===== config.mk =====
export PLATFORM = sky130hd
export DESIGN_NAME = vita_tx_chain
export DESIGN_NICKNAME = d
export VERILOG_FILES = /design/src/common/vita_tx_cfg_pkg.sv /design/src/common/vita_tx_pkt_pkg.sv /design/src/logic/dsp_tx_scale.sv /design/src/logic/err_pkt_gen.sv /design/src/logic/tx_settings.sv /design/src/vita_tx/vita_tx_chain.sv /design/src/vita_tx/vita_tx_control.sv /design/src/vita_tx/vita_tx_deframer.sv
export SDC_FILE = /design/constraint.sdc
export NUM_CORES = 2
export LEC_CHECK = 0
export BUFFER_PORTS_ARGS = -buffer_cell sky130_fd_sc_hd__buf_2
export CAP_MARGIN = 10
export CORE_ASPECT_RATIO = 1.4
export CORE_MARGIN = 4
export CORE_UTILIZATION = 30
export DETAILED_ROUTE_END_ITERATION = 12
export PLACE_DENSITY_LB_ADDON = 0.1
export REMOVE_ABC_BUFFERS = 1
export SLEW_MARGIN = 20
export SYNTH_ARGS = -nofsm -noshare
export SYNTH_HDL_FRONTEND = slang
export SYNTH_HIERARCHICAL = 1
export SYNTH_SLANG_ARGS = --single-unit

===== constraint.sdc =====
create_clock -name clk -period 7.2 [get_ports clk]
set_input_delay 0.72 -clock clk [delete_from_list [all_inputs] [get_ports clk]]
set_output_delay 0.72 -clock clk [all_outputs]
set_load 0.03 [all_outputs]

===== src/common/vita_tx_cfg_pkg.sv =====
package vita_tx_cfg_pkg;

   typedef logic [7:0]  set_addr_t;
   typedef logic [31:0] set_data_t;

   localparam int GAIN_W         = 16;
   localparam int GAIN_FRAC_BITS = 14;  // Q2.14 gain.
   localparam int INTERP_W       = 8;

   typedef logic signed [GAIN_W-1:0] gain_t;
   typedef logic [INTERP_W-1:0]      interp_t;

   localparam set_addr_t SR_STREAMID = 8'd0;
   localparam set_addr_t SR_GAIN     = 8'd1;
   localparam set_addr_t SR_INTERP   = 8'd2;
   localparam set_addr_t SR_CLEAR    = 8'd3;

   localparam set_data_t STREAMID_RESET = 32'd0;
   localparam gain_t     GAIN_UNITY     = 16'sh4000;
   localparam interp_t   INTERP_RESET   = 8'd4;

endpackage


===== src/common/vita_tx_pkt_pkg.sv =====
package vita_tx_pkt_pkg;

   typedef logic [35:0] stream_word_t;
   typedef logic [63:0] vita_time_t;
   typedef logic [31:0] iq_sample_t;
   typedef logic [3:0]  seqnum_t;
   typedef logic [99:0] sample_word_t;
   typedef logic [31:0] err_code_t;

   localparam int STREAM_SOP = 32;
   localparam int STREAM_EOP = 33;

   // Handoff word, sample in the low bits.
   localparam int SW_SAMPLE_LSB = 0;
   localparam int SW_TIME_LSB   = 32;
   localparam int SW_SOB        = 96;
   localparam int SW_EOB        = 97;
   localparam int SW_HAS_TIME   = 98;
   localparam int SW_SEQ_ERR    = 99;

   localparam int HDR_LEN_LSB  = 0;
   localparam int HDR_LEN_W    = 16;  // Words, header included.
   localparam int HDR_SEQ_LSB  = 16;
   localparam int HDR_SEQ_W    = 4;
   localparam int HDR_HAS_TIME = 20;
   localparam int HDR_EOB      = 24;
   localparam int HDR_TYPE_LSB = 28;

   localparam logic [3:0]  ERR_PKT_TYPE = 4'h4;
   localparam logic [15:0] ERR_PKT_LEN  = 16'd4;

   localparam err_code_t ERR_NONE     = 32'd0;
   localparam err_code_t ERR_UNDERRUN = 32'd1;
   localparam err_code_t ERR_LATE     = 32'd2;
   localparam err_code_t ERR_SEQ      = 32'd4;

endpackage


===== src/logic/dsp_tx_scale.sv =====
`timescale 1ns/1ps

module dsp_tx_scale
   import vita_tx_pkt_pkg::*, vita_tx_cfg_pkg::*;
(
   input  logic        clk,
   input  logic        rst_n_i,
   input  logic        run_i,
   input  interp_t     interp_i,
   input  gain_t       gain_i,
   input  iq_sample_t  sample_i,
   output logic        strobe_o,
   output logic [15:0] dac_a_o,
   output logic [15:0] dac_b_o
);

   interp_t            period;
   interp_t            cnt;
   logic signed [31:0] prod_i;
   logic signed [31:0] prod_q;

   function automatic logic [15:0] scale_sat(input logic signed [31:0] prod);
      logic signed [31:0] shifted;
      shifted = prod >>> GAIN_FRAC_BITS;
      if (shifted > 32'sd32767)
         return 16'h7fff;
      else if (shifted < -32'sd32768)
         return 16'h8000;
      else
         return shifted[15:0];
   endfunction

   assign period = (interp_i == '0) ? interp_t'(1) : interp_i;  // Zero means every clock.
   assign prod_i = $signed(sample_i[31:16]) * gain_i;
   assign prod_q = $signed(sample_i[15:0]) * gain_i;

   always_ff @(posedge clk or negedge rst_n_i)
   begin
      if (!rst_n_i)
      begin
         cnt      <= '0;
         strobe_o <= 1'b0;
         dac_a_o  <= '0;
         dac_b_o  <= '0;
      end
      else if (!run_i)
      begin
         cnt      <= '0;
         strobe_o <= 1'b0;
         dac_a_o  <= '0;
         dac_b_o  <= '0;
      end
      else
      begin
         strobe_o <= (cnt == '0);
         cnt      <= (cnt >= period - 1'b1) ? '0 : cnt + 1'b1;
         if (strobe_o)
         begin
            dac_a_o <= scale_sat(prod_i);
            dac_b_o <= scale_sat(prod_q);
         end
      end
   end

endmodule


===== src/logic/err_pkt_gen.sv =====
`timescale 1ns/1ps

module err_pkt_gen
   import vita_tx_pkt_pkg::*;
(
   input  logic         clk,
   input  logic         rst_n_i,
   input  logic         clear_i,
   input  logic         trigger_i,
   input  err_code_t    error_code_i,
   input  seqnum_t      seqnum_i,
   input  logic [31:0]  streamid_i,
   input  vita_time_t   vita_time_i,
   output stream_word_t data_o,
   output logic         src_rdy_o,
   input  logic         dst_rdy_i
);

   typedef enum logic [2:0] {E_IDLE, E_HDR, E_SID, E_CODE, E_TIME} err_state_t;

   err_state_t  state;
   err_code_t   code_q;
   seqnum_t     seq_q;
   logic [31:0] sid_q;
   logic [31:0] time_q;

   assign src_rdy_o = (state != E_IDLE);

   always_ff @(posedge clk or negedge rst_n_i)
   begin
      if (!rst_n_i)
         state <= E_IDLE;
      else if (clear_i)
         state <= E_IDLE;
      else
      begin
         case (state)
            E_IDLE: if (trigger_i) state <= E_HDR;  // Busy triggers are lost.
            E_HDR:  if (dst_rdy_i) state <= E_SID;
            E_SID:  if (dst_rdy_i) state <= E_CODE;
            E_CODE: if (dst_rdy_i) state <= E_TIME;
            E_TIME: if (dst_rdy_i) state <= E_IDLE;
            default: state <= E_IDLE;
         endcase
      end
   end

   always_ff @(posedge clk)
   begin
      if (trigger_i && (state == E_IDLE))
      begin
         code_q <= error_code_i;
         seq_q  <= seqnum_i;
         sid_q  <= streamid_i;
         time_q <= vita_time_i[31:0];
      end
   end

   always_comb
   begin
      data_o = '0;
      case (state)
         E_HDR:
         begin
            data_o[HDR_TYPE_LSB +: 4]         = ERR_PKT_TYPE;
            data_o[HDR_SEQ_LSB +: HDR_SEQ_W]  = seq_q;
            data_o[HDR_LEN_LSB +: HDR_LEN_W]  = ERR_PKT_LEN;
            data_o[STREAM_SOP]                = 1'b1;
         end
         E_SID:  data_o[31:0] = sid_q;
         E_CODE: data_o[31:0] = code_q;
         E_TIME:
         begin
            data_o[31:0]       = time_q;
            data_o[STREAM_EOP] = 1'b1;
         end
         default: data_o = '0;
      endcase
   end

endmodule


===== src/logic/tx_settings.sv =====
`timescale 1ns/1ps

module tx_settings
   import vita_tx_cfg_pkg::*;
(
   input  logic      clk,
   input  logic      rst_n_i,
   input  logic      set_stb_i,
   input  set_addr_t set_addr_i,
   input  set_data_t set_data_i,
   output set_data_t streamid_o,
   output gain_t     gain_o,
   output interp_t   interp_o,
   output logic      clear_o,
   output logic      clear_seqnum_o
);

   always_ff @(posedge clk or negedge rst_n_i)
   begin
      if (!rst_n_i)
      begin
         streamid_o     <= STREAMID_RESET;
         gain_o         <= GAIN_UNITY;
         interp_o       <= INTERP_RESET;
         clear_o        <= 1'b0;
         clear_seqnum_o <= 1'b0;
      end
      else
      begin
         clear_o        <= set_stb_i && (set_addr_i == SR_CLEAR);
         // Only a new id restarts the sequence check.
         clear_seqnum_o <= set_stb_i && (set_addr_i == SR_STREAMID) &&
                           (set_data_i != streamid_o);
         if (set_stb_i)
         begin
            case (set_addr_i)
               SR_STREAMID: streamid_o <= set_data_i;
               SR_GAIN:     gain_o     <= gain_t'(set_data_i[GAIN_W-1:0]);
               SR_INTERP:   interp_o   <= set_data_i[INTERP_W-1:0];
               default:     ;
            endcase
         end
      end
   end

   // Clear writes come spaced apart from the host.
   assert property (@(posedge clk) disable iff (!rst_n_i) clear_o |=> !clear_o);

endmodule


===== src/vita_tx/vita_tx_chain.sv =====
`timescale 1ns/1ps

module vita_tx_chain
   import vita_tx_pkt_pkg::*, vita_tx_cfg_pkg::*;
(
   input  logic         clk,
   input  logic         rst_n_i,
   input  logic         set_stb_i,
   input  set_addr_t    set_addr_i,
   input  set_data_t    set_data_i,
   input  vita_time_t   vita_time_i,
   input  stream_word_t tx_data_i,
   input  logic         tx_src_rdy_i,
   output logic         tx_dst_rdy_o,
   output stream_word_t err_data_o,
   output logic         err_src_rdy_o,
   input  logic         err_dst_rdy_i,
   output logic [15:0]  dac_a_o,
   output logic [15:0]  dac_b_o,
   output logic         underrun_o,
   output logic         run_o
);

   set_data_t    streamid;
   gain_t        gain;
   interp_t      interp;
   logic         clear_vita;
   logic         clear_seqnum;
   sample_word_t sample_data;
   logic         sample_src_rdy;
   logic         sample_dst_rdy;
   seqnum_t      current_seqnum;
   iq_sample_t   sample_tx;
   logic         strobe;
   logic         error_pulse;
   err_code_t    error_code;

   tx_settings tx_settings_i (
      .clk(clk), .rst_n_i(rst_n_i),
      .set_stb_i(set_stb_i), .set_addr_i(set_addr_i), .set_data_i(set_data_i),
      .streamid_o(streamid), .gain_o(gain), .interp_o(interp),
      .clear_o(clear_vita), .clear_seqnum_o(clear_seqnum));

   vita_tx_deframer vita_tx_deframer_i (
      .clk(clk), .rst_n_i(rst_n_i), .clear_i(clear_vita), .clear_seqnum_i(clear_seqnum),
      .data_i(tx_data_i), .src_rdy_i(tx_src_rdy_i), .dst_rdy_o(tx_dst_rdy_o),
      .sample_o(sample_data), .sample_src_rdy_o(sample_src_rdy),
      .sample_dst_rdy_i(sample_dst_rdy), .current_seqnum_o(current_seqnum));

   // Underrun is the control stage's sticky error.
   vita_tx_control vita_tx_control_i (
      .clk(clk), .rst_n_i(rst_n_i), .clear_i(clear_vita), .vita_time_i(vita_time_i),
      .sample_i(sample_data), .sample_src_rdy_i(sample_src_rdy),
      .sample_dst_rdy_o(sample_dst_rdy), .strobe_i(strobe), .sample_o(sample_tx),
      .run_o(run_o), .error_o(underrun_o), .error_pulse_o(error_pulse),
      .error_code_o(error_code));

   dsp_tx_scale dsp_tx_scale_i (
      .clk(clk), .rst_n_i(rst_n_i), .run_i(run_o), .interp_i(interp), .gain_i(gain),
      .sample_i(sample_tx), .strobe_o(strobe), .dac_a_o(dac_a_o), .dac_b_o(dac_b_o));

   err_pkt_gen err_pkt_gen_i (
      .clk(clk), .rst_n_i(rst_n_i), .clear_i(clear_vita), .trigger_i(error_pulse),
      .error_code_i(error_code), .seqnum_i(current_seqnum), .streamid_i(streamid),
      .vita_time_i(vita_time_i), .data_o(err_data_o), .src_rdy_o(err_src_rdy_o),
      .dst_rdy_i(err_dst_rdy_i));

endmodule


===== src/vita_tx/vita_tx_control.sv =====
`timescale 1ns/1ps

module vita_tx_control
   import vita_tx_pkt_pkg::*;
(
   input  logic         clk,
   input  logic         rst_n_i,
   input  logic         clear_i,
   input  vita_time_t   vita_time_i,
   input  sample_word_t sample_i,
   input  logic         sample_src_rdy_i,
   output logic         sample_dst_rdy_o,
   input  logic         strobe_i,
   output iq_sample_t   sample_o,
   output logic         run_o,
   output logic         error_o,
   output logic         error_pulse_o,
   output err_code_t    error_code_o
);

   typedef enum logic [2:0] {IDLE, WAIT_TIME, RUN, DROP, ERROR} ctrl_state_t;

   ctrl_state_t state;
   ctrl_state_t state_nxt;
   vita_time_t  sample_time;
   logic        timed_start;
   logic        time_reached;
   logic        is_eob;
   logic        is_sob;
   logic        pulse_nxt;
   err_code_t   code_nxt;

   assign sample_o     = sample_i[SW_SAMPLE_LSB +: 32];
   assign sample_time  = sample_i[SW_TIME_LSB +: 64];
   assign is_sob       = sample_i[SW_SOB];
   assign is_eob       = sample_i[SW_EOB];
   assign timed_start  = sample_i[SW_HAS_TIME] && is_sob;
   assign time_reached = (vita_time_i >= sample_time);

   assign run_o   = (state == RUN) || ((state == WAIT_TIME) && time_reached);
   assign error_o = (state == ERROR);

   always_comb
   begin
      state_nxt        = state;
      pulse_nxt        = 1'b0;
      code_nxt         = ERR_NONE;
      sample_dst_rdy_o = 1'b0;
      case (state)
         IDLE:
            if (sample_src_rdy_i)
            begin
               if (timed_start && time_reached)
               begin
                  // A late first sample is dropped at once.
                  sample_dst_rdy_o = 1'b1;
                  pulse_nxt        = 1'b1;
                  code_nxt         = ERR_LATE;
                  state_nxt        = is_eob ? IDLE : DROP;
               end
               else if (timed_start)
                  state_nxt = WAIT_TIME;
               else
                  state_nxt = RUN;
            end
         WAIT_TIME:
            if (time_reached)
               state_nxt = RUN;
         RUN:
         begin
            sample_dst_rdy_o = strobe_i;
            if (strobe_i && !sample_src_rdy_i)
            begin
               pulse_nxt = 1'b1;
               code_nxt  = ERR_UNDERRUN;
               state_nxt = ERROR;
            end
            else if (strobe_i)
            begin
               if (sample_i[SW_SEQ_ERR])
               begin
                  pulse_nxt = 1'b1;
                  code_nxt  = ERR_SEQ;
               end
               if (is_eob)
                  state_nxt = IDLE;
            end
         end
         DROP:
            if (sample_src_rdy_i && is_sob)
               state_nxt = IDLE;  // Next burst is kept.
            else
            begin
               sample_dst_rdy_o = 1'b1;
               if (sample_src_rdy_i && is_eob)
                  state_nxt = IDLE;
            end
         ERROR:
            sample_dst_rdy_o = 1'b1;  // Drain until cleared.
         default:
            state_nxt = IDLE;
      endcase
      if (clear_i)
         state_nxt = IDLE;
   end

   always_ff @(posedge clk or negedge rst_n_i)
   begin
      if (!rst_n_i)
      begin
         state         <= IDLE;
         error_pulse_o <= 1'b0;
         error_code_o  <= ERR_NONE;
      end
      else
      begin
         state         <= state_nxt;
         error_pulse_o <= pulse_nxt;
         if (pulse_nxt)
            error_code_o <= code_nxt;
      end
   end

   // The waiting sample stays in the handoff register.
   assert property (@(posedge clk) disable iff (!rst_n_i || clear_i)
      (state == WAIT_TIME) |=> sample_src_rdy_i && $stable(sample_i));

endmodule


===== src/vita_tx/vita_tx_deframer.sv =====
`timescale 1ns/1ps

module vita_tx_deframer
   import vita_tx_pkt_pkg::*;
(
   input  logic         clk,
   input  logic         rst_n_i,
   input  logic         clear_i,
   input  logic         clear_seqnum_i,
   input  stream_word_t data_i,
   input  logic         src_rdy_i,
   output logic         dst_rdy_o,
   output sample_word_t sample_o,
   output logic         sample_src_rdy_o,
   input  logic         sample_dst_rdy_i,
   output seqnum_t      current_seqnum_o
);

   typedef enum logic [1:0] {HEADER, TIME_HI, TIME_LO, SAMPLES} dfr_state_t;

   dfr_state_t  state;
   logic [15:0] words_left;
   logic [15:0] hdr_len;
   seqnum_t     hdr_seq;
   seqnum_t     expected_seq;
   logic        hdr_timed;
   logic        hdr_eob;
   logic        first_q;
   logic        seq_err_q;
   logic [31:0] time_hi;
   vita_time_t  pkt_time;
   logic        accept;
   logic        last_word;

   assign dst_rdy_o = !sample_src_rdy_o || sample_dst_rdy_i;
   assign accept    = src_rdy_i && dst_rdy_o;
   assign hdr_len   = data_i[HDR_LEN_LSB +: HDR_LEN_W];
   assign hdr_seq   = data_i[HDR_SEQ_LSB +: HDR_SEQ_W];

   // A short packet ends on its EOP word.
   assign last_word = data_i[STREAM_EOP] ||
                      ((state == HEADER) ? (hdr_len <= 16'd1) : (words_left <= 16'd1));

   always_ff @(posedge clk or negedge rst_n_i)
   begin
      if (!rst_n_i)
      begin
         state            <= HEADER;
         words_left       <= '0;
         hdr_timed        <= 1'b0;
         hdr_eob          <= 1'b0;
         first_q          <= 1'b0;
         seq_err_q        <= 1'b0;
         sample_src_rdy_o <= 1'b0;
         expected_seq     <= '0;
         current_seqnum_o <= '0;
      end
      else
      begin
         if (sample_dst_rdy_i)
            sample_src_rdy_o <= 1'b0;
         if (clear_i)
         begin
            state            <= HEADER;
            sample_src_rdy_o <= 1'b0;
         end
         else if (accept)
         begin
            words_left <= ((state == HEADER) ? hdr_len : words_left) - 1'b1;
            case (state)
               HEADER:
               begin
                  hdr_timed        <= data_i[HDR_HAS_TIME];
                  hdr_eob          <= data_i[HDR_EOB];
                  first_q          <= 1'b1;
                  seq_err_q        <= (hdr_seq != expected_seq);
                  expected_seq     <= hdr_seq + 1'b1;  // Resync on a gap.
                  current_seqnum_o <= hdr_seq;
                  if (last_word)
                     state <= HEADER;
                  else if (data_i[HDR_HAS_TIME])
                     state <= TIME_HI;
                  else
                     state <= SAMPLES;
               end
               TIME_HI: state <= last_word ? HEADER : TIME_LO;
               TIME_LO: state <= last_word ? HEADER : SAMPLES;
               SAMPLES:
               begin
                  sample_src_rdy_o <= 1'b1;
                  first_q          <= 1'b0;
                  if (last_word)
                     state <= HEADER;
               end
            endcase
         end
         if (clear_seqnum_i)
            expected_seq <= '0;
      end
   end

   always_ff @(posedge clk)
   begin
      if (accept)
      begin
         case (state)
            HEADER:  pkt_time <= '0;
            TIME_HI: time_hi  <= data_i[31:0];
            TIME_LO: pkt_time <= {time_hi, data_i[31:0]};
            SAMPLES:
            begin
               sample_o[SW_SAMPLE_LSB +: 32] <= data_i[31:0];
               sample_o[SW_TIME_LSB +: 64]   <= pkt_time;
               sample_o[SW_SOB]              <= first_q && hdr_timed;
               sample_o[SW_EOB]              <= last_word && hdr_eob;
               sample_o[SW_HAS_TIME]         <= hdr_timed;
               sample_o[SW_SEQ_ERR]          <= first_q && seq_err_q;
            end
         endcase
      end
   end

   assert property (@(posedge clk) disable iff (!rst_n_i || clear_i)
      sample_src_rdy_o && !sample_dst_rdy_i |=> sample_src_rdy_o && $stable(sample_o));

endmodule

==> out/qor.csv <==
stage;metric;value;unit
finish;drive_above_1_share;0.148;
timing;hold_viol;0;
power;vdd_ir_drop_max;0.161;mV
worst_setup_path;critical_path.top_delay_family;adder cells;
yosys;synth_top_cell_by_area;fa_1;
global_route;grt_pass1_vias;28600;
cts;cts_tree;done;
run;max-cap-violations;0;
floorplan;floorplan.rows;157;
timing;clock_skew;0.0370;ns
drt;drcViolationCount;0;
drt;wl_met1;45800;um
cts;cts_hold_buf;0;
drt;maxUsedRoutingLayer;met5;
power;intPower;6.22;mW
yosys;ys_ff_latch;436;
cts;clkTransAtPathRegs;0.06;ns
global_route;overflow;0;
yosys;synthCells;3627;
power;p_sw;3.83;mW
worst_setup_path;arrival;7.39;ns
timing;drv_slew;0;
yosys;yosysSeqAreaShare;0.315;
drt;drtAntennaViolNets;0;
drt;detail_route.vias_per_cell;4.53;
cts;cts-root-buf;clkbuf_16;
yosys;syn_area_per_cell;10.9;um2
cts;cts_buffer_depth;3;
timing;fin_tns_setup;0;ns
power;power_frac_clock;0.263;
cts;insertion_delay;0.63;ns
finish;stdcell_count;5680;
worst_setup_path;path_cells;buf_4 > and2_1 > fa_1 > inv_1 > fa_1 > fa_1 > inv_1 > fa_1 > fa_1 > inv_1 > fa_1 > inv_1 > ha_1 > a21oi_2 > o21ai_0 > nor3_1 > nand3_1 > a211oi_1 > nor4_2 > a21o_2 > nor2b_4 > a221o_1;
worst_setup_path;critPathMaxFanout;11;
power;swShare;0.381;
drt;drt_first_pass_iters;5;
cts;numCtsBuffers;49;
worst_setup_path;start_kind;flop;
yosys;synth_common_cells;inv_1, fa_1, nand2_1;
yosys;synthFlopType;edfxtp_1;
yosys;synth.most_common_cell;inv_1;
timing;timing.hold.ws;0.111;ns
drt;vias;25700;
worst_setup_path;crit_path_top_delay_cell;fa_1;
timing;relSlewSlack;0.244;
drt;met3_length;4860;um
finish;num-nets-final;4797;
floorplan;ios;217;
power;p_per_area;223;nW/um2
finish;syn2layout_area_growth;14.2;%
min_path;hp-class;in2async;
power;power.total;10.0;mW
floorplan;start_util;0.301;
floorplan;fp.dieH;437;um
placement;io_buffer_count;211;
worst_setup_path;path_class;reg2reg;
placement;globalplace.congestion;0.793;
placement;dp.cells;5585;
yosys;yosysWarnings;6;
placement;post-place-ws;-0.0194;ns
timing;rsz0062_at_grt;no;
worst_setup_path;crit_buf_inv;5;
cts;htreeDepth;2;
placement;place_area;43200;um2
power;combinationalPowerShare;0.390;
yosys;yosysTopAreaCellShare;0.265;
global_route;grt_first_pass_wirelength;178000;um
timing;tightestPinTransition;1.13;ns
drt;wl_met2;60900;um
placement;place_hpwl;92000;um
worst_setup_path;critPathMostFrequentCell;fa_1;
floorplan;core;131000;um2
worst_setup_path;required;7.70;ns
worst_setup_path;cp-end-kind;flop;
yosys;ys_types;103;
yosys;synth-edff-count;296;
timing;fin_ws;0.314;ns
timing;final-setup-viol-count;0;
yosys;synth_area;39400;um2
finish;postLayoutCellArea;45000;um2
worst_setup_path;cp_slowest_stage_delay;0.59;ns
finish;final_util;0.344;
global_route;grt_antenna_before_repair;7;
drt;avgRoutedWirePerCell;20.2;um
global_route;track_usage;0.171;
outcome;status;finished clean;
power;p_seq_frac;0.347;
yosys;async_flop_share;0.321;
yosys;ys_top_cells_by_area;fa_1, edfxtp_1, dfrtp_1;
drt;drt-initial-drc-count;1065;
drt;totalWireLength;115000;um
power;p_leak;21.0;nW
floorplan;die-area;137000;um2
cts;clock-sinks;436;
timing;max_freq;0.145;GHz
timing;finalCritPeriodShare;0.956;
floorplan;die_x;314;um
global_route;grt_max_degree;72;
timing;final.min_clock_period;6.89;ns
## power groups by stage
stage	Sequential (mW)	Combinational (mW)	Clock (mW)
5_1_grt	3.54	4.43	2.85
2_1_floorplan	3.56	2.45	0
3_5_place_dp	3.54	4.01	0
6_report	3.49	3.92	2.64
4_1_cts	3.49	4.03	2.76
3_3_place_gp	3.53	4.02	0
## layout make-up
cell class / instances / area [um2]
repair buffers: 374 / 2630
clock inverters: 17 / 255
flip-flops and latches: 436 / 12400
inverters: 727 / 2730
diodes: 2 / 5.00
fillers: 13300 / 85700
multi-input cells: 2303 / 23300
clock buffers: 72 / 1410
well taps: 1749 / 2190
## per-layer routing
metal	vias up	GRT usage
li1	12000	-
met1	13200	0.206
met2	411	0.319
met3	118	0.0244
met4	2	0.0457
met5	-	0
## path summary, 6_finish.rpt
path	from	to	slack, ns	cells past startpoint
max	vita_tx_deframer_i/sample_o[28]	dsp_tx_scale_i/dac_a_o[6]	0.31	22
min	rst_n_i	dsp_tx_scale_i/dac_a_o[6]	0.11	1
max reg2reg	vita_tx_deframer_i/sample_o[28]	dsp_tx_scale_i/dac_a_o[6]	0.31	22
min reg2reg	vita_tx_deframer_i/pkt_time[11]	vita_tx_deframer_i/sample_o[43]	0.42	0
max in group asynchronous	rst_n_i	vita_tx_deframer_i/words_left[3]	5.82	2
min in group clk	vita_time_i[22]	err_pkt_gen_i/time_q[22]	0.31	1
## timing repair
action,CTS,global route
resized for setup,2,12
endpoints found under the setup margin,11,30
pin swaps,0,1
buffers inserted,0,3
## registers in the layout, indices dropped and copies added (netlist names), 32 cells and up
| name | count |
|---|---|
| err_pkt_gen_i/sid_q | 32 |
| vita_tx_deframer_i/pkt_time | 64 |
| vita_tx_deframer_i/time_hi | 32 |
| err_pkt_gen_i/code_q | 32 |
| vita_tx_deframer_i/sample_o | 100 |
| err_pkt_gen_i/time_q | 32 |
| tx_settings_i/streamid_o | 32 |
## worst register-to-register path, cell delays in order, from the launching register on
cell and delay [ns]:
edfxtp_1 0.56, buf_4 0.26, and2_1 0.18, fa_1 0.50
inv_1 0.06, fa_1 0.49, fa_1 0.51, inv_1 0.05
fa_1 0.51, fa_1 0.59, inv_1 0.07, fa_1 0.54
inv_1 0.05, ha_1 0.37, a21oi_2 0.25, o21ai_0 0.19
nor3_1 0.23, nand3_1 0.16, a211oi_1 0.31, nor4_2 0.12
a21o_2 0.24, nor2b_4 0.17, a221o_1 0.37
## layout by cell type, fill, tap and decap left out, types with 27 or more instances in the layout
| cell | n |
|---|---|
| inv_1 | 723 |
| fa_1 | 520 |
| nand2_1 | 334 |
| and2_1 | 316 |
| edfxtp_1 | 296 |
| ha_1 | 238 |
| buf_2 | 210 |
| dfrtp_1 | 137 |
| buf_4 | 134 |
| a21oi_1 | 101 |
| nor2_1 | 86 |
| xnor2_1 | 80 |
| mux2_2 | 57 |
| clkbuf_16 | 50 |
| o21ai_0 | 49 |
| mux2i_1 | 47 |
| xor2_1 | 35 |
| nand4_1 | 34 |
| conb_1 | 31 |
| nand3_1 | 30 |
| buf_12 | 27 |
| o2bb2ai_1 | 27 |
## cell families after synthesis
| logic type | count (synthesis) | share of synthesized area |
|---|---|---|
| simple gates | 947 | 0.130 |
| flops | 436 | 0.315 |
| mux | 106 | 0.0289 |
| xor+xnor | 115 | 0.0256 |
| other cells | 2 | 0.000191 |
| compound gates | 343 | 0.0622 |
| fa+ha+maj | 761 | 0.341 |
| buf+inv | 917 | 0.0966 |
Power figures use the tool's default switching activity.
